`config.mk`:
```
export PLATFORM = sky130hd
export DESIGN_NAME = pixel_packer
export DESIGN_NICKNAME = d
export VERILOG_FILES = /design/src/logic/frame_buf_pkg.sv /design/src/logic/pixel_packer.sv
export SDC_FILE = /design/constraint.sdc
export NUM_CORES = 1
export LEC_CHECK = 0
export BUFFER_PORTS_ARGS = -buffer_cell sky130_fd_sc_hd__buf_2
export CORE_UTILIZATION = 43
export DETAILED_ROUTE_END_ITERATION = 10
export GPL_ROUTABILITY_DRIVEN = 0
export PLACE_DENSITY_LB_ADDON = 0.2
export SLEW_MARGIN = 0
export SYNTH_ARGS = -nofsm -noshare
export SYNTH_HDL_FRONTEND = slang
export SYNTH_SLANG_ARGS = --single-unit
```
`constraint.sdc`:
```
create_clock -name clk_board -period 3.8 [get_ports clk_board]
set_input_delay 0.95 -clock clk_board [delete_from_list [all_inputs] [get_ports clk_board]]
set_output_delay 0.95 -clock clk_board [all_outputs]
set_load 0.02 [all_outputs]
```
`src/logic/frame_buf_pkg.sv`:
```
package frame_buf_pkg;

  // ==================================================
  // sizes
  // ==================================================
  localparam int PIX_W          = 8;
  localparam int WORD_W         = 32;
  localparam int PIX_PER_WORD   = 4;
  localparam int ADDR_W         = 8;
  localparam int FRAME_WORDS    = 64;
  localparam int BURST_LEN      = 4;
  localparam int CAM_FIFO_DEPTH = 16;
  localparam int GR_FIFO_DEPTH  = 8;
  localparam int DISP_CREDITS   = 8;

  // derived widths
  localparam int PIX_IDX_W   = $clog2(PIX_PER_WORD);
  localparam int BURST_CNT_W = $clog2(BURST_LEN);
  localparam int CAM_CNT_W   = $clog2(CAM_FIFO_DEPTH + 1);
  localparam int GR_CNT_W    = $clog2(GR_FIFO_DEPTH + 1);
  localparam int DISP_CNT_W  = $clog2(DISP_CREDITS + 1);
  localparam int DISP_PTR_W  = $clog2(DISP_CREDITS);

  // ==================================================
  // types
  // ==================================================
  typedef logic [PIX_W-1:0]  pixel_t;
  typedef logic [WORD_W-1:0] word_t;
  typedef logic [ADDR_W-1:0] addr_t;

  typedef struct packed {
    logic   sof;
    logic   eof;
    pixel_t pix;
  } cam_pix_t;

  typedef struct packed {
    logic  sof;
    logic  eof;
    word_t data;
  } cam_beat_t;

  typedef struct packed {
    addr_t addr;
    word_t data;
  } gr_write_t;

  typedef struct packed {
    logic  we;
    addr_t addr;
    word_t wdata;
  } mem_req_t;

  // peers in round-robin order
  typedef enum logic [1:0] {
    CAM  = 2'd0,
    GR   = 2'd1,
    DISP = 2'd2
  } grant_t;

  // sized constants for compares
  localparam logic [PIX_IDX_W-1:0]   LAST_PIX        = PIX_IDX_W'(PIX_PER_WORD - 1);
  localparam logic [BURST_CNT_W-1:0] LAST_BEAT       = BURST_CNT_W'(BURST_LEN - 1);
  localparam addr_t                  LAST_ADDR       = addr_t'(FRAME_WORDS - 1);
  localparam logic [DISP_CNT_W-1:0]  DISP_CRED_INIT  = DISP_CNT_W'(DISP_CREDITS);
  localparam logic [DISP_CNT_W-1:0]  DISP_BURST_CRED = DISP_CNT_W'(BURST_LEN);

endpackage

```
`src/logic/pixel_packer.sv`:
```
`timescale 1ns/1ps

module pixel_packer (
  input  logic                     clk_board,
  input  logic                     i_rst_n,
  input  logic                     i_vld,
  input  frame_buf_pkg::cam_pix_t  i_pix,
  output logic                     o_vld,
  output frame_buf_pkg::cam_beat_t o_beat
);

  logic [frame_buf_pkg::PIX_IDX_W-1:0] idx;
  logic [frame_buf_pkg::PIX_IDX_W-1:0] cur_idx;
  frame_buf_pkg::word_t                acc;
  frame_buf_pkg::word_t                word_nxt;
  logic                                sof_hold;
  logic                                sof_nxt;
  logic                                close;

  // a sof pixel always opens a fresh word
  always_comb begin
    cur_idx  = i_pix.sof ? '0 : idx;
    word_nxt = i_pix.sof ? '0 : acc;
    word_nxt[cur_idx*frame_buf_pkg::PIX_W +: frame_buf_pkg::PIX_W] = i_pix.pix;
    sof_nxt  = i_pix.sof | sof_hold;
    close    = (cur_idx == frame_buf_pkg::LAST_PIX) || i_pix.eof;
  end

  always_ff @(posedge clk_board or negedge i_rst_n) begin
    if (!i_rst_n) begin
      o_vld    <= 1'b0;
      idx      <= '0;
      acc      <= '0;
      sof_hold <= 1'b0;
    end else begin
      o_vld <= i_vld && close;
      if (i_vld) begin
        if (close) begin
          // unused upper bytes stay zero for the next word
          idx      <= '0;
          acc      <= '0;
          sof_hold <= 1'b0;
        end else begin
          idx      <= cur_idx + 1'b1;
          acc      <= word_nxt;
          sof_hold <= sof_nxt;
        end
      end
    end
  end

  always_ff @(posedge clk_board) begin
    if (i_vld && close) begin
      o_beat.sof  <= sof_nxt;
      o_beat.eof  <= i_pix.eof;
      o_beat.data <= word_nxt;
    end
  end

endmodule

```
# Word-level counts from Yosys, hierarchy flattened
# Index checks and enable logic that the tools add are counted.
# totals
reg_bits,70
inputBits,13
output_inout_bits,35
wordCells,21
# classes
add_sub_neg,2
n_eq_ne,1
shifts,2
n_mux,6
bitwise,1
reduce_logical,2
# op_table
cell,count
32-bit 2-to-1 mux,2
5-bit negator with 34-bit output,1
8-bit by 34-bit variable shift with 32-bit output (first input constant),1
8-bit by 34-bit indexed part select with 32-bit output,1
32-bit bitwise mux,1
2-bit 2-to-1 mux,2
2-bit by 1-bit adder with 2-bit output (second input constant),1
2-bit equality test (second input constant),1
1-bit logical AND,1
1-bit logical OR,1
1-bit 2-to-1 mux,1
1-bit OR,1

# Longest topological paths before layout
# depth
word_depth,5
mapped_depth,9
ltp_nobuf,6

# Least setup slack after synthesis
# No wires, ideal clock.
# synth_path
path_kind,input to register
startpoint,input i_pix[9] (netlist bit)
endpoint,"register o_beat[0] (netlist bit), enable pin"
setup_time_ns,0.428
arrival_ns,3.155
required_ns,3.372
slack_ns,0.216
path_stages,6
n_path_buf,2
cell_sequence,buf_6 > nor2b_1 > buf_2 > ha_1 > nor2_1 > nor2_1
# synth_between
elab_chain_len,4
# synth_rtl
item,line,text
start: declaration,pixel_packer.sv:7,"input frame_buf_pkg::cam_pix_t i_pix,"
2-bit 2-to-1 mux,pixel_packer.sv:22,cur_idx = i_pix.sof ? '0 : idx;
2-bit equality test,pixel_packer.sv:26,close = (cur_idx == frame_buf_pkg::LAST_PIX) || i_pix.eof;
1-bit logical OR,pixel_packer.sv:26,
1-bit logical AND,pixel_packer.sv:53,if (i_vld && close) begin
end: declaration,pixel_packer.sv:9,output frame_buf_pkg::cam_beat_t o_beat
# No other way between the ends.
# A chain may end at the register's enable or synchronous reset.

# Final worst setup path
# layout_path
startpoint,input i_pix[9] (netlist bit)
endpoint,register o_beat[24] (netlist bit) (data pin)
# layout_between
elab_chain_len,4
word_cells_on_any_way,6
classes_between,1 x add/sub; 2 x shift; 3 x mux
# layout_rtl
item,line,text
2-bit 2-to-1 mux,pixel_packer.sv:22,
5-bit negator with 34-bit output,pixel_packer.sv:24,word_nxt[cur_idx*frame_buf_pkg::PIX_W +: frame_buf_pkg::PIX_W] = i_pix.pix;
8-bit by 34-bit indexed part select with 32-bit output or 8-bit by 34-bit variable shift with 32-bit output (tied branches),pixel_packer.sv:24,
32-bit bitwise mux *,pixel_packer.sv:24,
via word_nxt[24],pixel_packer.sv:15,frame_buf_pkg::word_t word_nxt;
# Mark *: on every way through the listed nets, which the timed path passes. The rest lies on a longest branch.

==> metrics.yaml <==
sta:
  slew_viol_final: 0
  rsz0062_at_grt: "no"
  fin_setup_tns_ps: 0
  max_freq_mhz: 360
  period_needed_ps: 2770
  fin_crit_sh_pct: 73.0
  setup_viol: 0
  finalHoldViolations: 0
  finalClockSkew_ps: 9.05
  worst_pin_slew_ps: 812
  slew_headroom_pct: 45.9
clock_tree:
  cts.reportedPaths.clkPinSlew_ps: 70
  clk_latency_ps: 340
  ctsHoldBuffers: 0
  cts_tree: "built"
  clock-sinks: 70
  cts.path.max_buffers: 2
  ctsResizeCount: 0
  ctsHtreeMaxLevel: 3
  cts_setup_buffers: 0
  root_buffer: "clkbuf_8"
  cts_buffers: 9
floorplan:
  die_area_sq_um: 7080
  core_area_sq_um: 6420
  io_pins: 48
  std_cell_rows: 29
  start_util_pct: 45.2
  die_x_um: 84.1
  fp.dieH_um: 84.1
yosys:
  synth_cell_types: 26
  yosys_register_bits: 70
  yosysSeqAreaShare_pct: 66.3
  synth_area_per_cell_sq_um: 15.3
  synth_edf_count: 34
  synth_area_leader_cell: "edfxtp_1"
  syn_nets: 208
  netlist.area_leader.share_pct: 35.2
  async_flop_share_pct: 51.4
  synth_top_cells_by_count: "a22o_1 (64), dfrtp_1 (36), edfxtp_1 (34)"
  synthTopCellsByArea: "edfxtp_1 (35%), dfrtp_1 (31%), a22o_1 (19%), ha_1 (2.6%), nor4_4 (1.5%)"
  synth_most_common_cell: "a22o_1"
  ys_warn_count: 0
  synth_ff_type: "dfrtp_1"
  synthesis.area_sq_um: 2900
  postSynthCellCount: 189
outcome:
  violations: "design-rule violations"
  status: "finished, violations left"
route:
  drcViolationCount: 8
  first_iter_violations: 87
  post_drt_wl_per_cell_um: 18.8
  drt.antenna.violating_nets: 0
  drt-vias-per-instance: 5.83
  wl_um: 6030
  dr_total_vias: 1871
  first_pass_iters: 7
worst_setup_path:
  worstPathArrival_ps: 2980
  cp-start-kind: "input pin"
  critPathMaxStageDelay_ps: 490
  end_kind: "flop"
  path_class: "in2reg"
  crit_required_ps: 4000
  path_max_fanout: 10
  critical-path-slowest-cell: "nor2_1"
  path_cells: "buf_2 > nor2b_1 > buf_4 > inv_1 > ha_1 > nand4bb_1 > nor2_1 > a22o_1"
power:
  powerDensity_nw_per_um2: 447
  leakagePower_nw: 1.49
  peakVddDrop_mv: 0.199
global_routing:
  grt_max_degree: 37
  grt_pass1_wl_um: 9400
  grt_util_all_layers_pct: 18.1
  grt_antenna_before_repair: 0
  gr-total-overflow: 0
  grt_pass1_vias: 1764
placed_design:
  hpwl_um: 3840
  port_buffers: 47
  place_area_sq_um: 3210
layout:
  syn_to_final_growth_pct: 16.6
  layout.nets: 258
  finalInstanceArea_sq_um: 3380
  antenna_cells: 0
  layout-drive-gt1-share_pct: 32.4
worst_hold_path:
  hp-class: "reg2reg"
run:
  drv_cap: 0
-- registers in the layout (all words and copies together), names as in the netlist --
signal    flops
sof_hold      1
acc          32
o_beat       34
idx           2
o_vld         1
-- per-stage QoR --
stage / power (W) / cells / hold slack [ps] / setup WS (ps) / utilization [%]
CTS: 0.00153 / 321 / 494 / 1050 / 52.7
finish: 0.00151 / 321 / 490 / 1030 / 52.7
global placement: 0.00100 / 305 / 468 / 768 / 49.9
global route: 0.00158 / 321 / 515 / 903 / 52.7
detailed placement: 0.00100 / 305 / 477 / 732 / 49.9
floorplan: 0.000947 / 189 / 454 / 216 / -
-- worst max-delay path, delay by kind of cell --
kind / cells / cell delay, ps
buf+inv: 3 / 450
fa+ha+maj: 1 / 420
compound gates: 1 / 230
simple gates: 3 / 920
-- routing by layer --
layer	track usage (%)	up-vias	routed length, um
met5	0	-	0
met2	25.0	62	2710
met1	25.9	949	2850
met4	10.5	0	167
li1	-	847	-
met3	4.75	13	299
-- layout make-up --
cell class                      instances  area, sq um
Sequential cell                        70         1920
Multi-Input combinational cell        103          908
Timing Repair Buffer                   51          265
Clock buffer                           10          138
Inverter                                4         15.0
Tap cell                               77         96.3
Clock inverter                          6         37.5
Fill cell                             554         3040
-- placed cells by master, fill, tap and decap left out, drive strengths merged, types with 2 or more instances in the layout --
master	instances
clkbuf	10
buf	51
clkinvlp	3
edfxtp	34
inv	4
nor4	2
nand2b	3
o21ai	3
dfrtp	36
a22o	64
nor3	4
clkinv	3
nor2	8
nand2	2
ha	6
-- where the power goes --
part,switching [W],internal (W),total [W]
Clock,0.000276,0.000251,0.000527
Sequential,0.00000992,0.000823,0.000833
Combinational,0.000106,0.0000457,0.000152
Total,0.000392,0.00112,0.00151
-- path summary, 6_finish.rpt --
check	from	endpoint	slack, ps	depth (start not counted)
setup / recovery	i_pix[9]	o_beat[24]	1030	8
hold / removal	sof_hold	sof_hold	490	2
setup reg to reg	idx[0]	o_beat[24]	1340	7
hold reg to reg	sof_hold	sof_hold	490	2
max in group asynchronous	i_rst_n	acc[2]	2580	1
min in group asynchronous	i_rst_n	acc[7]	680	1
-- kinds of logic after synthesis --
family | synth area share (%)
fa+ha+maj | 2.59
buf+inv | 2.67
flops | 66.3
simple gates | 7.25
compound gates | 21.2
Note: power is estimated with default switching activity, not from simulation.
