File: src/logic/frame_buf_pkg.sv
package frame_buf_pkg;

  // ==================================================
  // sizes
  // ==================================================
  localparam int PIX_W          = 8;
  localparam int WORD_W         = 32;
  localparam int PIX_PER_WORD   = 4;
  localparam int ADDR_W         = 8;
  localparam int FRAME_WORDS    = 64;
  localparam int BURST_LEN      = 4;
  localparam int CAM_FIFO_DEPTH = 16;
  localparam int GR_FIFO_DEPTH  = 8;
  localparam int DISP_CREDITS   = 8;

  // derived widths
  localparam int PIX_IDX_W   = $clog2(PIX_PER_WORD);
  localparam int BURST_CNT_W = $clog2(BURST_LEN);
  localparam int CAM_CNT_W   = $clog2(CAM_FIFO_DEPTH + 1);
  localparam int GR_CNT_W    = $clog2(GR_FIFO_DEPTH + 1);
  localparam int DISP_CNT_W  = $clog2(DISP_CREDITS + 1);
  localparam int DISP_PTR_W  = $clog2(DISP_CREDITS);

  // ==================================================
  // types
  // ==================================================
  typedef logic [PIX_W-1:0]  pixel_t;
  typedef logic [WORD_W-1:0] word_t;
  typedef logic [ADDR_W-1:0] addr_t;

  typedef struct packed {
    logic   sof;
    logic   eof;
    pixel_t pix;
  } cam_pix_t;

  typedef struct packed {
    logic  sof;
    logic  eof;
    word_t data;
  } cam_beat_t;

  typedef struct packed {
    addr_t addr;
    word_t data;
  } gr_write_t;

  typedef struct packed {
    logic  we;
    addr_t addr;
    word_t wdata;
  } mem_req_t;

  // peers in round-robin order
  typedef enum logic [1:0] {
    CAM  = 2'd0,
    GR   = 2'd1,
    DISP = 2'd2
  } grant_t;

  // sized constants for compares
  localparam logic [PIX_IDX_W-1:0]   LAST_PIX        = PIX_IDX_W'(PIX_PER_WORD - 1);
  localparam logic [BURST_CNT_W-1:0] LAST_BEAT       = BURST_CNT_W'(BURST_LEN - 1);
  localparam addr_t                  LAST_ADDR       = addr_t'(FRAME_WORDS - 1);
  localparam logic [DISP_CNT_W-1:0]  DISP_CRED_INIT  = DISP_CNT_W'(DISP_CREDITS);
  localparam logic [DISP_CNT_W-1:0]  DISP_BURST_CRED = DISP_CNT_W'(BURST_LEN);

endpackage

File: src/logic/frame_arbiter.sv
`timescale 1ns/1ps

module frame_arbiter (
  input  logic                                 clk_board,
  input  logic                                 i_rst_n,
  input  logic [frame_buf_pkg::CAM_CNT_W-1:0]  i_cam_count,
  input  frame_buf_pkg::cam_beat_t             i_cam_beat,
  output logic                                 o_cam_pop,
  input  logic [frame_buf_pkg::GR_CNT_W-1:0]   i_gr_count,
  input  frame_buf_pkg::gr_write_t             i_gr_write,
  output logic                                 o_gr_pop,
  input  logic                                 i_disp_en,
  input  logic                                 i_disp_credit,
  output logic                                 o_disp_vld,
  output frame_buf_pkg::cam_beat_t             o_disp_beat,
  output frame_buf_pkg::mem_req_t              o_mem_req,
  input  frame_buf_pkg::word_t                 i_mem_rdata
);

  function automatic frame_buf_pkg::grant_t next_peer(input frame_buf_pkg::grant_t g);
    case (g)
      frame_buf_pkg::CAM: next_peer = frame_buf_pkg::GR;
      frame_buf_pkg::GR:  next_peer = frame_buf_pkg::DISP;
      default:            next_peer = frame_buf_pkg::CAM;
    endcase
  endfunction

  frame_buf_pkg::grant_t                 grant;
  frame_buf_pkg::grant_t                 cand_a;
  frame_buf_pkg::grant_t                 cand_b;
  frame_buf_pkg::grant_t                 pick;
  logic [2:0]                            req;
  logic                                  busy;
  logic                                  access;
  logic                                  last;
  logic                                  disp_rd;
  logic [frame_buf_pkg::BURST_CNT_W-1:0] burst_cnt;
  logic [frame_buf_pkg::DISP_CNT_W-1:0]  credits;
  frame_buf_pkg::addr_t                  cam_addr;
  frame_buf_pkg::addr_t                  cam_wr_addr;
  frame_buf_pkg::addr_t                  disp_addr;
  logic                                  rd_pend;
  logic                                  rd_sof;
  logic                                  rd_eof;

  // ==================================================
  // request and round-robin pick
  // ==================================================
  always_comb begin
    req[frame_buf_pkg::CAM]  = |i_cam_count;
    req[frame_buf_pkg::GR]   = |i_gr_count;
    req[frame_buf_pkg::DISP] = i_disp_en && (credits >= frame_buf_pkg::DISP_BURST_CRED);
    // search starts after the last granted peer
    cand_a = next_peer(grant);
    cand_b = next_peer(cand_a);
    if (req[cand_a]) begin
      pick = cand_a;
    end else if (req[cand_b]) begin
      pick = cand_b;
    end else begin
      pick = grant;
    end
  end

  // ==================================================
  // access in the current burst
  // ==================================================
  always_comb begin
    case (grant)
      frame_buf_pkg::CAM: begin
        access = busy && (|i_cam_count);
        // stop on the last entry instead of waiting for empty
        last   = (burst_cnt == frame_buf_pkg::LAST_BEAT) ||
                 !(|i_cam_count[frame_buf_pkg::CAM_CNT_W-1:1]);
      end
      frame_buf_pkg::GR: begin
        access = busy && (|i_gr_count);
        last   = (burst_cnt == frame_buf_pkg::LAST_BEAT) ||
                 !(|i_gr_count[frame_buf_pkg::GR_CNT_W-1:1]);
      end
      default: begin
        access = busy && i_disp_en;
        last   = (burst_cnt == frame_buf_pkg::LAST_BEAT);
      end
    endcase
  end

  assign o_cam_pop   = access && (grant == frame_buf_pkg::CAM);
  assign o_gr_pop    = access && (grant == frame_buf_pkg::GR);
  assign disp_rd     = access && (grant == frame_buf_pkg::DISP);
  // sof beat restarts the frame at word 0
  assign cam_wr_addr = i_cam_beat.sof ? '0 : cam_addr;

  always_comb begin
    o_mem_req.we = access && (grant != frame_buf_pkg::DISP);
    case (grant)
      frame_buf_pkg::CAM: begin
        o_mem_req.addr  = cam_wr_addr;
        o_mem_req.wdata = i_cam_beat.data;
      end
      frame_buf_pkg::GR: begin
        o_mem_req.addr  = i_gr_write.addr;
        o_mem_req.wdata = i_gr_write.data;
      end
      default: begin
        o_mem_req.addr  = disp_addr;
        o_mem_req.wdata = '0;
      end
    endcase
  end

  // ==================================================
  // grant state, addresses and credits
  // ==================================================
  always_ff @(posedge clk_board or negedge i_rst_n) begin
    if (!i_rst_n) begin
      busy      <= 1'b0;
      grant     <= frame_buf_pkg::DISP;
      burst_cnt <= '0;
      cam_addr  <= '0;
      disp_addr <= '0;
      credits   <= frame_buf_pkg::DISP_CRED_INIT;
      rd_pend   <= 1'b0;
    end else begin
      // idle cycle between grants
      if (!busy) begin
        if (|req) begin
          busy      <= 1'b1;
          grant     <= pick;
          burst_cnt <= '0;
        end
      end else if (!access || last) begin
        busy <= 1'b0;
      end else begin
        burst_cnt <= burst_cnt + 1'b1;
      end

      if (o_cam_pop) begin
        cam_addr <= (cam_wr_addr == frame_buf_pkg::LAST_ADDR) ? '0 : cam_wr_addr + 1'b1;
      end

      if (!i_disp_en) begin
        disp_addr <= '0;
      end else if (disp_rd) begin
        disp_addr <= (disp_addr == frame_buf_pkg::LAST_ADDR) ? '0 : disp_addr + 1'b1;
      end

      case ({disp_rd, i_disp_credit})
        2'b10:   credits <= credits - 1'b1;
        2'b01:   credits <= credits + 1'b1;
        default: credits <= credits;
      endcase

      rd_pend <= disp_rd;
    end
  end

  // frame marks travel alongside the ram read latency
  always_ff @(posedge clk_board) begin
    if (disp_rd) begin
      rd_sof <= (disp_addr == '0);
      rd_eof <= (disp_addr == frame_buf_pkg::LAST_ADDR);
    end
  end

  assign o_disp_vld = rd_pend;

  always_comb begin
    o_disp_beat.sof  = rd_sof;
    o_disp_beat.eof  = rd_eof;
    o_disp_beat.data = i_mem_rdata;
  end

endmodule

File: config.mk
export PLATFORM = sky130hd
export DESIGN_NAME = frame_arbiter
export DESIGN_NICKNAME = d
export VERILOG_FILES = /design/src/logic/frame_buf_pkg.sv /design/src/logic/frame_arbiter.sv
export SDC_FILE = /design/constraint.sdc
export NUM_CORES = 1
export LEC_CHECK = 0
export ABC_CLOCK_PERIOD_IN_PS = 2200
export BUFFER_PORTS_ARGS = -buffer_cell sky130_fd_sc_hd__buf_2
export CAP_MARGIN = 40
export CELL_PAD_IN_SITES_DETAIL_PLACEMENT = 0
export CELL_PAD_IN_SITES_GLOBAL_PLACEMENT = 1
export CORE_AREA = 5 5 109 111
export CTS_BUF_LIST = sky130_fd_sc_hd__clkbuf_4 sky130_fd_sc_hd__clkbuf_8
export DETAILED_ROUTE_END_ITERATION = 10
export DIE_AREA = 0 0 114 116
export MAX_ROUTING_LAYER = met4
export PLACE_DENSITY_LB_ADDON = 0.1
export SLEW_MARGIN = 20
export SYNTH_ARGS = -nofsm -noshare
export SYNTH_HDL_FRONTEND = slang
export SYNTH_SLANG_ARGS = --single-unit
File: constraint.sdc
create_clock -name clk_board -period 2.2 [get_ports clk_board]
set_input_delay 0.44 -clock clk_board [delete_from_list [all_inputs] [get_ports clk_board]]
set_output_delay 0.44 -clock clk_board [all_outputs]
set_load 0.02 [all_outputs]
After elaboration in Yosys (flattened, before gate mapping)
Index checks and enable logic that the tools add are counted.
- equality and inequality tests: 11
- reduce and logical (&&, ||, !) cells: 27
- add/sub/neg operators: 5
- magnitude comparators: 3
- bitwise gates (word level): 1
- multiplexer cells: 23
- operators with widths (cell ; count):
    $pmux W40 S2 ; 1
    $mux W8 ; 5
    $add A8 B1 Y8 const B ; 2
    $eq A8 B6 Y1 const B ; 2
    $mux W2 ; 5
    $reduce_or A10 Y1 ; 1
    $logic_and A1 B1 Y1 ; 8
    $logic_not A8 Y1 ; 1
    $pmux W2 S2 ; 2
    $pmux W4 S2 ; 1
    $reduce_or A4 Y1 ; 2
    $eq A2 B1 Y1 const B ; 3
    $eq A2 B2 Y1 const B ; 3
    $lt A2 B3 Y1 const B ; 2
    $reduce_bool A2 Y1 ; 3
    $mux W1 ; 5
    $reduce_or A5 Y1 ; 1
    $add A4 B1 Y4 const B ; 1
    $bmux W1 S2 ; 2
    $ge A4 B3 Y1 const B ; 1
    $logic_not A2 Y1 ; 2
    $ne A2 B2 Y1 const B ; 2
    $pmux W1 S2 ; 2
    $sub A4 B1 Y4 const B ; 1
    other kinds (8) ; 12
- bits in registers: 28
- output and inout port bits: 78

Depth between registers and ports, before layout
- depth after elaboration: 8
- gate-level depth with buffers: 11

Worst setup path before layout
OpenSTA, ideal clock, no wires.
- path kind: register to register
- start: register grant[1]
- end: register credits[3] in the netlist's numbering
- library setup time: 0.075 ns
- required time: 2.125 ns
- buffers on the path: 2
- arrival time: 2.280 ns
- stages on the path, launching flop included: 12
- clock period less this slack: 2.355 ns
- path slack: -0.155 ns
- cells stage by stage: dfstp_2 > buf_2 > and3b_1 > clkbuf_1 > nand2_1 > ha_1 > inv_1 > ha_1 > a21o_1 > a21oi_1 > mux2i_1 > xnor2_1
- longest elaborated chain between the ends: 5
- elaborated cells on any way between the ends: 9
- classes of those cells: eq/ne (4); mux (2); reduce/logical (3)
- ends and longest elaborated chain (element ; line ; text):
    from (decl) ; frame_arbiter.sv:28 ; frame_buf_pkg::grant_t grant;
    from (signal assigned) ; frame_arbiter.sv:118 ; grant <= frame_buf_pkg::DISP;
    from (signal assigned) ; frame_arbiter.sv:129 ; grant <= pick;
    $eq A2 B1 Y1 or $logic_not A2 Y1 (tied branches) ; frame_arbiter.sv:69 ; case (grant)
    $pmux W1 S2 ; frame_arbiter.sv:69 ;
    $logic_and A1 B1 Y1 * ; frame_arbiter.sv:90 ; assign disp_rd = access && (grant == frame_buf_pkg::DISP);
    $eq A2 B1 Y1 or $eq A2 B2 Y1 (tied branches) ; frame_arbiter.sv:148 ; case ({disp_rd, i_disp_credit})
    $pmux W4 S2 or $reduce_bool A2 Y1 (tied branches) ; - ;
    to (signal assigned) ; frame_arbiter.sv:149 ; 2'b10: credits <= credits - 1'b1;
    to (signal assigned) ; frame_arbiter.sv:150 ; 2'b01: credits <= credits + 1'b1;
    to (signal assigned) ; frame_arbiter.sv:151 ; default: credits <= credits;
    to (decl) ; frame_arbiter.sv:38 ; logic [frame_buf_pkg::DISP_CNT_W-1:0] credits;
Mark *: on every way between the ends. The rest lies on a longest branch, timed or not.
A chain may end at the register's enable or synchronous reset.

==> results.yml <==
outcome:
  status: "completed"
detailed_routing:
  vias: 2467
  dr.pass1.iters: 4
  vias_per_cell: 4.49
  drtAntennaViolNets: 0
  wl_per_cell_um: 14.6
  wl_um: 8040
  drc: 0
  drtIter0Drc: 117
clocking:
  clk_latency_ns: 0.28
  root_buffer: "clkbuf_8"
  cts_tree: "yes"
  clockBufferDepth: 2
  post_cts_buffers: 0
  numCtsBuffers: 3
  cts.sinks: 28
  hold_buffers: 0
  htree_levels: 1
  clk_pin_slew_ns: 0.11
placed_design:
  gp_congestion: 0.750
  port_buffers: 131
  dp_slack_ns: 0.157
  placed_area_um2: 3190
  hpwl_um: 6530
  dp.cells: 546
sta:
  drv_slew: 0
  hold_viol: 0
  hold_ws_ns: 0.165
  tightestPinTransition_ns: 0.642
  final.setup_skew_ns: 0.00639
  slew_headroom: 0.572
  rsz0062_at_grt: "yes"
  finalSetupViolations: 0
  final.min_clock_period_ns: 2.12
  worst_slack_ns: 0.0847
  fmax_mhz: 473
  fin_crit_sh: 0.962
floorplanning:
  fp.coreArea_um2: 10700
  initial_utilization: 0.243
  io_pins: 197
  dieArea_um2: 13200
  rows: 38
  die_y_um: 116
  die_x_um: 114
synth:
  ys.flop_type: "dfrtp_1"
  async_flop_share: 0.929
  yosysUniqueCellTypes: 55
  syn_area_um2: 2600
  synth-edff-count: 2
  synth_seq_cells: 28
  synth_nets: 441
  postSynthCellCount: 314
  yosysWarnings: 0
  ys_seq_area_frac: 0.274
  avgSynthCellArea_um2: 8.28
final_layout:
  syn_to_final_growth_pct: 25.3
  final_cells: 550
  layout-drive-gt1-share: 0.412
  stdcell_area_um2: 3260
  antennaDiodeCount: 0
  nets: 538
  num-fill-cells: 1175
setup_path:
  crit_type: "register to output port"
  r2r_start: "grant[1]"
  reg2reg_to: "credits[3]"
  slowest_stage: "dfrtp_2"
  critPathMaxStageDelay_ns: 0.36
  path_max_fanout: 16
  cp-start-kind: "register"
  reg2reg_slack_ns: 0.15
  cp-end-kind: "output port"
  path_cells: "buf_4 -> inv_1 -> and3_1 -> a21oi_1 -> o21ai_1 -> buf_2"
  worstPathRequired_ns: 1.76
  r2r_cells: 9
  arrival_ns: 1.68
global_routing:
  grt_pass1_vias: 2527
  grt_pass1_wl_um: 12700
  antenna_found_initial: 0
  grt-ovfl-total: 0
  grt_max_degree: 62
  grt.total_usage: 0.122
pwr:
  powerDensity_nw_per_um2: 1000
  peakVddDrop_mv: 0.400
  leakage_nw: 1.68
worst_hold_path:
  hold_path_class: "input pin to async pin"
run:
  maxCapViolations: 0
through the flow:
| stage | power (W) | utilization | setup TNS (ns) |
|---|---|---|---|
| CTS | 0.00332 | 0.304 | 0 |
| finish | 0.00326 | 0.305 | 0 |
| global placement | 0.00298 | 0.298 | 0 |
| global route | 0.00355 | 0.305 | -0.123 |
| detailed placement | 0.00298 | 0.298 | 0 |
| floorplan | 0.00240 | - | 0 |
Yosys cell counts (all sizes together) (3+ instances only):
master	instances	share of area
nor2	44	0.063
buf	43	0.12
mux2i	38	0.15
nand2	27	0.039
dfrtp	24	0.23
o21ai	24	0.049
inv	13	0.019
a21oi	9	0.017
clkbuf	9	0.013
ha	7	0.034
a22oi	6	0.017
a31oi	6	0.014
nand3	6	0.012
nor4	5	0.020
xnor2	5	0.017
nor2b	4	0.0096
and2	3	0.0072
and3	3	0.0072
nand4	3	0.0072
area by class of cell:
class                   instances  area (µm²)  share of cell area
inverters                      13        48.8              0.0150
well taps                     140         175              0.0538
clock buffers                   4        48.8              0.0150
repair buffers                144         766               0.235
flip-flops and latches         28         714               0.219
multi-input cells             221        1510               0.462
layer usage:
| metal | part of all wire | global-route usage | vias to the layer above |
|---|---|---|---|
| li1 | - | - | 1253 |
| met1 | 0.44 | 0.159 | 1095 |
| met2 | 0.49 | 0.198 | 103 |
| met3 | 0.058 | 0.0188 | 16 |
| met4 | 0.014 | 0.0317 | 0 |
| met5 | 0 | - | - |
cell families (layout without fill, tap and decap cells):
kind of cell | count (synthesis) | in the layout | synth area share
muxes | 39 | 39 | 0.151
xor gates and xnor gates | 6 | 6 | 0.0202
AOI/OAI and AO/OA | 59 | 59 | 0.151
adders and majority gates | 8 | 8 | 0.0414
DFF | 28 | 28 | 0.274
and+or+nand+nor | 109 | 109 | 0.211
buffers and inverters | 65 | 161 | 0.152
where the power goes:
group	internal (W)	switching, W
clock network	0.000143	0.000179
registers	0.000649	0.000100
logic	0.000867	0.00133
total	0.00166	0.00161
worst max-delay path by stage:
stage          startpoint  depth (start not counted)             to  slack (ns)
2_1_floorplan    grant[1]                         11     credits[3]        0.02
3_3_place_gp     grant[1]                          9     credits[3]        0.17
3_5_place_dp     grant[1]                          9     credits[3]        0.16
4_1_cts          grant[0]                          6  o_mem_req[35]        0.04
5_1_grt          grant[0]                          6  o_mem_req[35]       -0.04
6_report         grant[0]                          6  o_mem_req[35]        0.08
flip-flops by register name, indices dropped and copies added (netlist names):
signal,count
cam_addr,8
disp_addr,8
credits,4
burst_cnt,2
grant,2
busy,1
o_disp_vld,1
rd_eof,1
rd_sof,1
critical path, delay by kind of cell (launching register included):
kind | cells | cell delay [ns]
buffers and inverters | 3 | 0.51
AND/OR/NAND/NOR | 1 | 0.21
AO/OA/AOI/OAI | 2 | 0.31
flip-flops | 1 | 0.36
cells in the final DEF (no fill, tap or decap), types with 4 or more instances in the layout:
cell	Yosys	routed
nand3_1	6	6
dfrtp_1	24	23
inv_1	12	11
buf_2	6	131
a31oi_1	6	6
mux2i_1	38	38
nor2b_1	4	4
nand2_1	27	26
a22oi_1	6	6
buf_4	36	12
nor2_1	44	43
o21ai_0	21	19
xnor2_1	5	5
ha_1	7	6
a21oi_1	9	8
what timing repair did:
action,in CTS,in global routing
resized for setup,3,5
endpoints found under the setup margin,6,14
pin swaps,0,0
Power figures use the tool's default switching activity.
