## src/logic/frame_buf_pkg.sv

```systemverilog
package frame_buf_pkg;

  // ==================================================
  // sizes
  // ==================================================
  localparam int PIX_W          = 8;
  localparam int WORD_W         = 32;
  localparam int PIX_PER_WORD   = 4;
  localparam int ADDR_W         = 8;
  localparam int FRAME_WORDS    = 64;
  localparam int BURST_LEN      = 4;
  localparam int CAM_FIFO_DEPTH = 16;
  localparam int GR_FIFO_DEPTH  = 8;
  localparam int DISP_CREDITS   = 8;

  // derived widths
  localparam int PIX_IDX_W   = $clog2(PIX_PER_WORD);
  localparam int BURST_CNT_W = $clog2(BURST_LEN);
  localparam int CAM_CNT_W   = $clog2(CAM_FIFO_DEPTH + 1);
  localparam int GR_CNT_W    = $clog2(GR_FIFO_DEPTH + 1);
  localparam int DISP_CNT_W  = $clog2(DISP_CREDITS + 1);
  localparam int DISP_PTR_W  = $clog2(DISP_CREDITS);

  // ==================================================
  // types
  // ==================================================
  typedef logic [PIX_W-1:0]  pixel_t;
  typedef logic [WORD_W-1:0] word_t;
  typedef logic [ADDR_W-1:0] addr_t;

  typedef struct packed {
    logic   sof;
    logic   eof;
    pixel_t pix;
  } cam_pix_t;

  typedef struct packed {
    logic  sof;
    logic  eof;
    word_t data;
  } cam_beat_t;

  typedef struct packed {
    addr_t addr;
    word_t data;
  } gr_write_t;

  typedef struct packed {
    logic  we;
    addr_t addr;
    word_t wdata;
  } mem_req_t;

  // peers in round-robin order
  typedef enum logic [1:0] {
    CAM  = 2'd0,
    GR   = 2'd1,
    DISP = 2'd2
  } grant_t;

  // sized constants for compares
  localparam logic [PIX_IDX_W-1:0]   LAST_PIX        = PIX_IDX_W'(PIX_PER_WORD - 1);
  localparam logic [BURST_CNT_W-1:0] LAST_BEAT       = BURST_CNT_W'(BURST_LEN - 1);
  localparam addr_t                  LAST_ADDR       = addr_t'(FRAME_WORDS - 1);
  localparam logic [DISP_CNT_W-1:0]  DISP_CRED_INIT  = DISP_CNT_W'(DISP_CREDITS);
  localparam logic [DISP_CNT_W-1:0]  DISP_BURST_CRED = DISP_CNT_W'(BURST_LEN);

endpackage

```

## src/logic/pixel_unpacker.sv

```systemverilog
`timescale 1ns/1ps

module pixel_unpacker (
  input  logic                     clk_board,
  input  logic                     i_rst_n,
  input  logic                     i_vld,
  input  frame_buf_pkg::cam_beat_t i_beat,
  output logic                     o_credit,
  output logic                     o_vld,
  output frame_buf_pkg::cam_pix_t  o_pix,
  input  logic                     i_rdy
);

  frame_buf_pkg::cam_beat_t             buf_mem [frame_buf_pkg::DISP_CREDITS];
  frame_buf_pkg::cam_beat_t             head;
  logic [frame_buf_pkg::DISP_PTR_W-1:0] wr_ptr;
  logic [frame_buf_pkg::DISP_PTR_W-1:0] rd_ptr;
  logic [frame_buf_pkg::DISP_CNT_W-1:0] count;
  logic [frame_buf_pkg::PIX_IDX_W-1:0]  idx;
  logic                                 xfer;
  logic                                 word_done;

  // word buffer, never overfilled thanks to the credit loop
  always_ff @(posedge clk_board) begin
    if (i_vld) begin
      buf_mem[wr_ptr] <= i_beat;
    end
  end

  assign head      = buf_mem[rd_ptr];
  assign o_vld     = (count != '0);
  assign xfer      = o_vld && i_rdy;
  assign word_done = xfer && (idx == frame_buf_pkg::LAST_PIX);

  // low byte first, marks on the edge pixels
  always_comb begin
    o_pix.pix = head.data[idx*frame_buf_pkg::PIX_W +: frame_buf_pkg::PIX_W];
    o_pix.sof = head.sof && (idx == '0);
    o_pix.eof = head.eof && (idx == frame_buf_pkg::LAST_PIX);
  end

  always_ff @(posedge clk_board or negedge i_rst_n) begin
    if (!i_rst_n) begin
      wr_ptr   <= '0;
      rd_ptr   <= '0;
      count    <= '0;
      idx      <= '0;
      o_credit <= 1'b0;
    end else begin
      if (i_vld) begin
        wr_ptr <= wr_ptr + 1'b1;
      end
      if (xfer) begin
        idx <= idx + 1'b1;
      end
      if (word_done) begin
        rd_ptr <= rd_ptr + 1'b1;
      end
      case ({i_vld, word_done})
        2'b10:   count <= count + 1'b1;
        2'b01:   count <= count - 1'b1;
        default: count <= count;
      endcase
      // one credit per freed word
      o_credit <= word_done;
    end
  end

endmodule

```

## config.mk

```make
export PLATFORM = sky130hd
export DESIGN_NAME = pixel_unpacker
export DESIGN_NICKNAME = d
export VERILOG_FILES = /design/src/logic/frame_buf_pkg.sv /design/src/logic/pixel_unpacker.sv
export SDC_FILE = /design/constraint.sdc
export NUM_CORES = 1
export LEC_CHECK = 0
export BUFFER_PORTS_ARGS = -buffer_cell sky130_fd_sc_hd__buf_2
export CORE_MARGIN = 1.5
export CORE_UTILIZATION = 55
export CTS_CLUSTER_SIZE = 14
export DETAILED_ROUTE_END_ITERATION = 8
export GPL_TIMING_DRIVEN = 0
export PLACE_DENSITY = 0.75
export SLEW_MARGIN = 20
export SYNTH_ARGS = -nofsm -noshare
export SYNTH_HDL_FRONTEND = slang
export SYNTH_SLANG_ARGS = --single-unit
```

## constraint.sdc

```tcl
create_clock -name clk_board -period 3.5 [get_ports clk_board]
set_input_delay 0.175 -clock clk_board [delete_from_list [all_inputs] [get_ports clk_board]]
set_output_delay 0.175 -clock clk_board [all_outputs]
set_load 0.02 [all_outputs]
```

; ---- Yosys cells after proc, flatten, opt, wreduce, memory -nomap -nowiden
; Memories as Yosys holds them, arrays and structs flattened.
; Cells that the tools add are included.
[totals]
register_bits = 13
ramBits = 272
mem_count = 1
[classes]
addsub = 5
eq_ne = 3
shift = 1
mux = 3
reduce_logical = 7
[mem_list]
columns = name, depth, word_bits, read_ports, rd_ports_with_merged_regs, write_ports, line_no
row1 = buf_mem, 8, 34, 1, 0, 1, pixel_unpacker.sv:14  ; frame_buf_pkg::cam_beat_t buf_mem [frame_buf_pkg::DISP_CREDITS];
[op_table]
columns = cell, n
row1 = $shiftx A32 B6 Y8, 1
row2 = $pmux W4 S2, 1
row3 = $add A3 B1 Y3 const B, 2
row4 = $add A4 B1 Y4 const B, 1
row5 = $eq A2 B2 Y1 const B, 2
row6 = $logic_and A1 B1 Y1, 4
row7 = $reduce_bool A4 Y1, 1
row8 = $sub A4 B1 Y4 const B, 1
row9 = $add A2 B1 Y2 const B, 1
row10 = $eq A2 B1 Y1 const B, 1
row11 = $logic_not A2 Y1, 1
row12 = $mux W1, 2
row13 = $reduce_bool A2 Y1, 1

; ---- Longest topological paths before layout
; Gate-level depths: netlist of the first run.
[logic_depth]
depth_word = 5
depth_mapped = 9

; ---- Worst setup path after synthesis of the first run
; OpenSTA, ideal clock, no wires.
[synth_timing]
kind = flip-flop to flip-flop
startpoint = register wr_ptr[2] in the netlist's numbering
endpoint = memory buf_mem[0][0] in the netlist's numbering, enable pin
setup_time_ns = 0.467
arrival_ns = 2.911
required_ns = 3.033
path_slack_ns = 0.121
stages_incl_launch_ff = 3
period_less_slack_ns = 3.379
path_cell_list = dfrtp_1 nand2b_1 nor3_1
[synth_lines]
columns = item, line_no
row1 = start: declaration, pixel_unpacker.sv:16  ; logic [frame_buf_pkg::DISP_PTR_W-1:0] wr_ptr;
row2 = start signal: assignment, pixel_unpacker.sv:51  ; wr_ptr <= wr_ptr + 1'b1;
row3 = end: declaration, pixel_unpacker.sv:14
; No word-level cell before the write port.

==> results.sh, run 1 <==
export IMPL_synthToLayoutAreaGrowth_pct=20.5
export IMPL_fmax_ghz=0.301
export IMPL_gp_congestion=0.771
export IMPL_cp_top_family="buffers and inverters"
export IMPL_crit_path_end_kind="output port"
export IMPL_rsz0062_at_grt="false"
export IMPL_setup_tns_ps=0
export IMPL_synth_common_cells="272 x edfxtp_1, 84 x mux4_2, 31 x nand2_1"
export IMPL_yosysWarnings=0
export IMPL_min_period_ps=3330
export IMPL_synthesis_instances=469
export IMPL_cts_buffer_depth=3
export IMPL_reg2regPathDepth=9
export IMPL_port_buffers=49
export IMPL_diodes=0
export IMPL_hold_slack_ps=80.5
export IMPL_syn_avg_cell_area_um2=23.4
export IMPL_drv_cap=0
export IMPL_fillers=1215
export IMPL_vias=5272
export IMPL_wl_um=23000
export IMPL_synthSimpleGateAreaFrac=0.0183
export IMPL_slowest_delay_ps=540
export IMPL_num_rows=51
export IMPL_synth_fa_ha_area_frac=0.00979
export IMPL_power_leakage_nw=4.45
export IMPL_htree_levels=1
export IMPL_worstReg2RegEnd="count[3]"
export IMPL_worst_pin_slew_ps=976
export IMPL_r2r_slack_ps=660
export IMPL_synth_top_family_by_area="multiplexers"
export IMPL_slew_violations=0
export IMPL_yosys_most_used_dff="edfxtp_1"
export IMPL_arrival_ps=3150
export IMPL_synth_area_mux_share=0.178
export IMPL_final_area_um2=13200
export IMPL_layout_drive_gt1_share=0.350
export IMPL_ys_ff_latch=285
export IMPL_drtIter0Drc=555
export IMPL_fin_skew_ps=9.24
export IMPL_grt_pass1_wl_um=34100
export IMPL_cts_root_buf="clkbuf_16"
export IMPL_synth_top_area_share=0.743
export IMPL_peakVddDrop_v=0.000414
export IMPL_vias_per_cell=5.92
export IMPL_min_path_type="in -> async"
export IMPL_synth_edf_count=272
export IMPL_clock_sinks=285
export IMPL_grt_max_degree=21
export IMPL_status="complete, no violations"
export IMPL_tritoncts_num_buffers=30
export IMPL_timing_slew_headroom=0.349
export IMPL_async_flop_share=0.0456
export IMPL_start_util=0.563
export IMPL_syn_cell_area_um2=11000
export IMPL_synth_compound_area_frac=0.00205
export IMPL_yosysMostFrequentCell="edfxtp_1"
export IMPL_cellPowerDensity_nw_per_um2=848
export IMPL_final_nets=648
export IMPL_clock_latency_ps=540
export IMPL_crit_path_cell_trace="buf_2 -> clkdlybuf4s15_2 -> mux4_2 -> mux4_2 -> nand2_1 -> nand2_1 -> buf_2"
export IMPL_reg2reg_from="count[0]"
export IMPL_worstSetupPathType="reg -> out"
export IMPL_path_max_fanout=10
export IMPL_syn_nets=515
export IMPL_setup_viol=0
export IMPL_die_area_um2=20800
export IMPL_track_usage=0.233
export IMPL_overflow=0
export IMPL_grt_pass1_vias=5480
export IMPL_wl_per_cell_um=25.8
export IMPL_ys_seq_area_frac=0.773
export IMPL_critPathLaunchType="flip-flop"
export IMPL_crit_required_ps=3320
export IMPL_cp_slowest_cell="clkdlybuf4s15_2"
export IMPL_hpwl_um=13900
export IMPL_synth_xor_area_share=0.00638
export IMPL_die_height_um=144
export IMPL_fin_total_pwr_mw=11.2
export IMPL_path_clk_slew_ps=60
export IMPL_fp_dieW_um=144
export IMPL_ys_types=27
export IMPL_period_share=0.950
export IMPL_hold_viol=0
export IMPL_yosys_area_top_type="edfxtp_1"
export IMPL_antenna_found_initial=0
export IMPL_io_pins=50
export IMPL_cts_setup_buffers=0
export IMPL_drc_errors=0
export IMPL_synthTopCellsByArea="edfxtp_1 74%, mux4_2 17%, dfrtp_1 3.0%, nand2_1 1.1%, ha_1 0.80%"
export IMPL_crit_buf_inv=3
export IMPL_postRouteAntennaNets=0
export IMPL_tritoncts="done"
export IMPL_firstDrtPassIters=5
export IMPL_core_um2=19500
export IMPL_place_area_um2=11800
sequential cells by signal, indices dropped and copies added (netlist names):
register	flops
buf_mem	272
count	4
rd_ptr	3
wr_ptr	3
idx	2
o_credit	1
area by class of cell:
cell class                 instances  area, µm²  share of cell area
timing repair buffer             101        815              0.0615
clock buffer                      34        787              0.0595
sequential                       285       8490               0.642
clock inverter                    22        244              0.0184
buffer                            20        130             0.00983
multi-input combinational        158       2410               0.182
inverter                           6       22.5             0.00170
tap                              265        332              0.0251
where the power goes:
part	total, mW	leakage (nW)	internal [mW]	switching, mW
combinational	3.49	1.32	1.58	1.91
sequential	4.47	2.63	4.30	0.170
clock	3.26	0.506	1.98	1.28
worst max path at each step:
stage,cells after the start,endpoint,startpoint,slack [ps]
6_report,7,o_pix[5],rd_ptr[2],170
5_1_grt,6,o_pix[5],rd_ptr[0],60
4_1_cts,7,o_pix[5],rd_ptr[2],60
3_5_place_dp,7,o_pix[5],rd_ptr[2],500
3_3_place_gp,2,buf_mem[0][29],wr_ptr[2],-2340
2_1_floorplan,2,buf_mem[0][0],wr_ptr[2],120
layout by cell type (no fill, tap or decap), types with 6 or more instances in the layout:
master | synthesis | routed
buf_2 | 7 | 56
buf_4 | 0 | 8
clkbuf_1 | 5 | 8
clkbuf_16 | 0 | 31
clkinv_1 | 1 | 8
clkinv_2 | 0 | 7
dfrtp_1 | 13 | 13
dlygate4sd3_1 | 0 | 37
edfxtp_1 | 272 | 272
ha_1 | 7 | 7
mux4_2 | 84 | 84
nand2_1 | 31 | 31
nor2_4 | 0 | 6
metrics by stage:
stage | util | cells | worst slack (ps)
detailed placement | 0.605 | 798 | 502
finish | 0.678 | 891 | 174
floorplan | - | 469 | 121
global route | 0.678 | 891 | 57.7
global placement | 0.592 | 783 | -2340
CTS | 0.678 | 891 | 56.9
logic make-up after synthesis:
| family | after synthesis |
|---|---|
| AOI/OAI and AO/OA | 4 |
| buffers and inverters | 26 |
| xor gates and xnor gates | 8 |
| DFF | 285 |
| adders and majority gates | 8 |
| muxes | 90 |
| and+or+nand+nor | 48 |
timing repair:
action,CTS,global route
resized for setup,4,1
endpoints found under the hold margin,289,0
hold buffers,37,0
setup endpoints to repair,7,2
routing by layer:
metal / wire (µm) / vias up / global-route usage
met1: 8950 / 2767 / 0.316
li1: - / 2229 / -
met3: 1720 / 24 / 0.0414
met5: 0 / - / 0
met4: 227 / 0 / 0.0473
met2: 12100 / 252 / 0.404
Note: power is estimated with default switching activity, not from simulation.
==> run 2: changes to the inputs <==
Settings changed: SKIP_LAST_GASP set to 1.
Clock period 3.5 ns to 3.05 ns, I/O delays scaled along.
==> results.sh, run 2 (synthesis gave the netlist of run 1 again) <==
export IMPL_postRouteAntennaNets=0
export IMPL_drtIter0Drc=702
export IMPL_reg2regPathDepth=9
export IMPL_wl_per_cell_um=25.1
export IMPL_synthToLayoutAreaGrowth_pct=19.1
export IMPL_status="complete, no violations"
export IMPL_slew_violations=0
export IMPL_min_period_ps=2970
export IMPL_cellPowerDensity_nw_per_um2=938
export IMPL_antenna_found_initial=0
export IMPL_path_clk_slew_ps=70
export IMPL_power_leakage_nw=4.37
export IMPL_firstDrtPassIters=4
export IMPL_port_buffers=49
export IMPL_setup_tns_ps=0
export IMPL_arrival_ps=2810
export IMPL_clock_sinks=285
export IMPL_timing_slew_headroom=0.495
export IMPL_place_area_um2=11900
export IMPL_critPathLaunchType="flip-flop"
export IMPL_min_path_type="in -> async"
export IMPL_crit_start="rd_ptr[1]"
export IMPL_start_util=0.563
export IMPL_clock_latency_ps=530
export IMPL_fmax_ghz=0.337
export IMPL_reg2reg_from="count[0]"
export IMPL_drc_errors=0
export IMPL_period_share=0.972
export IMPL_setup_ws_ps=84.5
export IMPL_cts_root_buf="clkbuf_16"
export IMPL_wl_um=22100
export IMPL_regMostFlops="buf_mem"
export IMPL_final_area_um2=13100
export IMPL_reg_largest_list="buf_mem (272), count (4)"
export IMPL_worstSetupPathType="reg -> out"
export IMPL_drv_cap=0
export IMPL_path_max_fanout=10
export IMPL_layout_drive_gt1_share=0.342
export IMPL_grt_max_degree=22
export IMPL_diodes=0
export IMPL_final_nets=642
export IMPL_worstReg2RegEnd="count[3]"
export IMPL_cts_buffer_depth=3
export IMPL_setup_viol=0
export IMPL_final_cell_mix="272 x edfxtp_1, 84 x mux4_2, 53 x buf_2, 37 x dlygate4sd3_1, 31 x nand2_1"
export IMPL_num_rows=51
export IMPL_htree_levels=1
export IMPL_peakVddDrop_v=0.000513
export IMPL_vias_per_cell=5.94
export IMPL_cts_setup_buffers=0
export IMPL_hpwl_um=14000
export IMPL_grt_pass1_vias=5498
export IMPL_fp_dieW_um=144
export IMPL_hold_slack_ps=46.3
export IMPL_die_height_um=144
export IMPL_die_area_um2=20800
export IMPL_tritoncts_num_buffers=28
export IMPL_crit_path_end_kind="output port"
export IMPL_largest_register_ffs=272
export IMPL_io_pins=50
export IMPL_grt_pass1_wl_um=33400
export IMPL_vias=5220
export IMPL_place_ws_ps=106
export IMPL_tritoncts="done"
export IMPL_gp_congestion=0.744
export IMPL_overflow=0
export IMPL_track_usage=0.226
export IMPL_worst_pin_slew_ps=755
export IMPL_rsz0062_at_grt="false"
export IMPL_fin_util=0.670
export IMPL_mostFrequentLayoutCell="edfxtp_1"
export IMPL_r2r_slack_ps=270
export IMPL_fin_skew_ps=8.97
export IMPL_core_um2=19500
export IMPL_hold_viol=0
export IMPL_fillers=1249
export IMPL_crit_required_ps=2900
-- run 2: through the flow --
| stage | power [mW] | std cells |
|---|---|---|
| 2_1_floorplan | 7.80 | 469 |
| 3_3_place_gp | 8.95 | 783 |
| 3_5_place_dp | 9.26 | 795 |
| 4_1_cts | 12.4 | 880 |
| 5_1_grt | 12.8 | 879 |
| 6_report | 12.3 | 879 |
-- run 2: report_power, final --
| group | switching [mW] | internal [mW] |
|---|---|---|
| registers | 0.206 | 4.93 |
| logic | 2.21 | 1.86 |
| clock network | 1.34 | 1.73 |
| total | 3.75 | 8.52 |
-- run 2: worst max path at each step --
stage | end | slack, ps | cells after the start
after floorplan | count[3] | 370 | 9
after global placement | buf_mem[2][28] | -840 | 2
after detailed placement | o_pix[4] | 110 | 7
after CTS | o_pix[4] | -4 | 7
after global routing | o_pix[0] | 6 | 7
final | o_pix[0] | 80 | 7
-- run 2: worst max-delay path, stage by stage (launching register included) --
cell	delay [ps]
dfrtp_1	370
buf_6	140
buf_2	340
mux4_2	560
mux4_2	520
nand2_1	100
nand2_1	90
buf_2	170
-- run 2: metal layers --
layer  part of all wire  wire length, µm  global-route usage
met5                  0                0                   0
met4              0.024              526              0.0595
met3              0.070             1540              0.0354
met2               0.50            11100               0.376
met1               0.40             8880               0.320
-- run 2: timing repair --
action / in CTS / in global routing
setup endpoints to repair: 8 / 8
gates cloned: 0 / 0
hold endpoints to repair: 289 / 0
resized for setup: 16 / 6
hold buffers: 37 / 0
-- run 2: cell type report --
type / instances / area [µm²] / area share
inverters: 6 / 22.5 / 0.00172
clock buffers: 38 / 759 / 0.0581
repair buffers: 98 / 866 / 0.0662
multi-input cells: 158 / 2420 / 0.185
plain buffers: 19 / 134 / 0.0102
well taps: 265 / 332 / 0.0253
flip-flops and latches: 285 / 8490 / 0.649
clock inverters: 10 / 50.0 / 0.00383
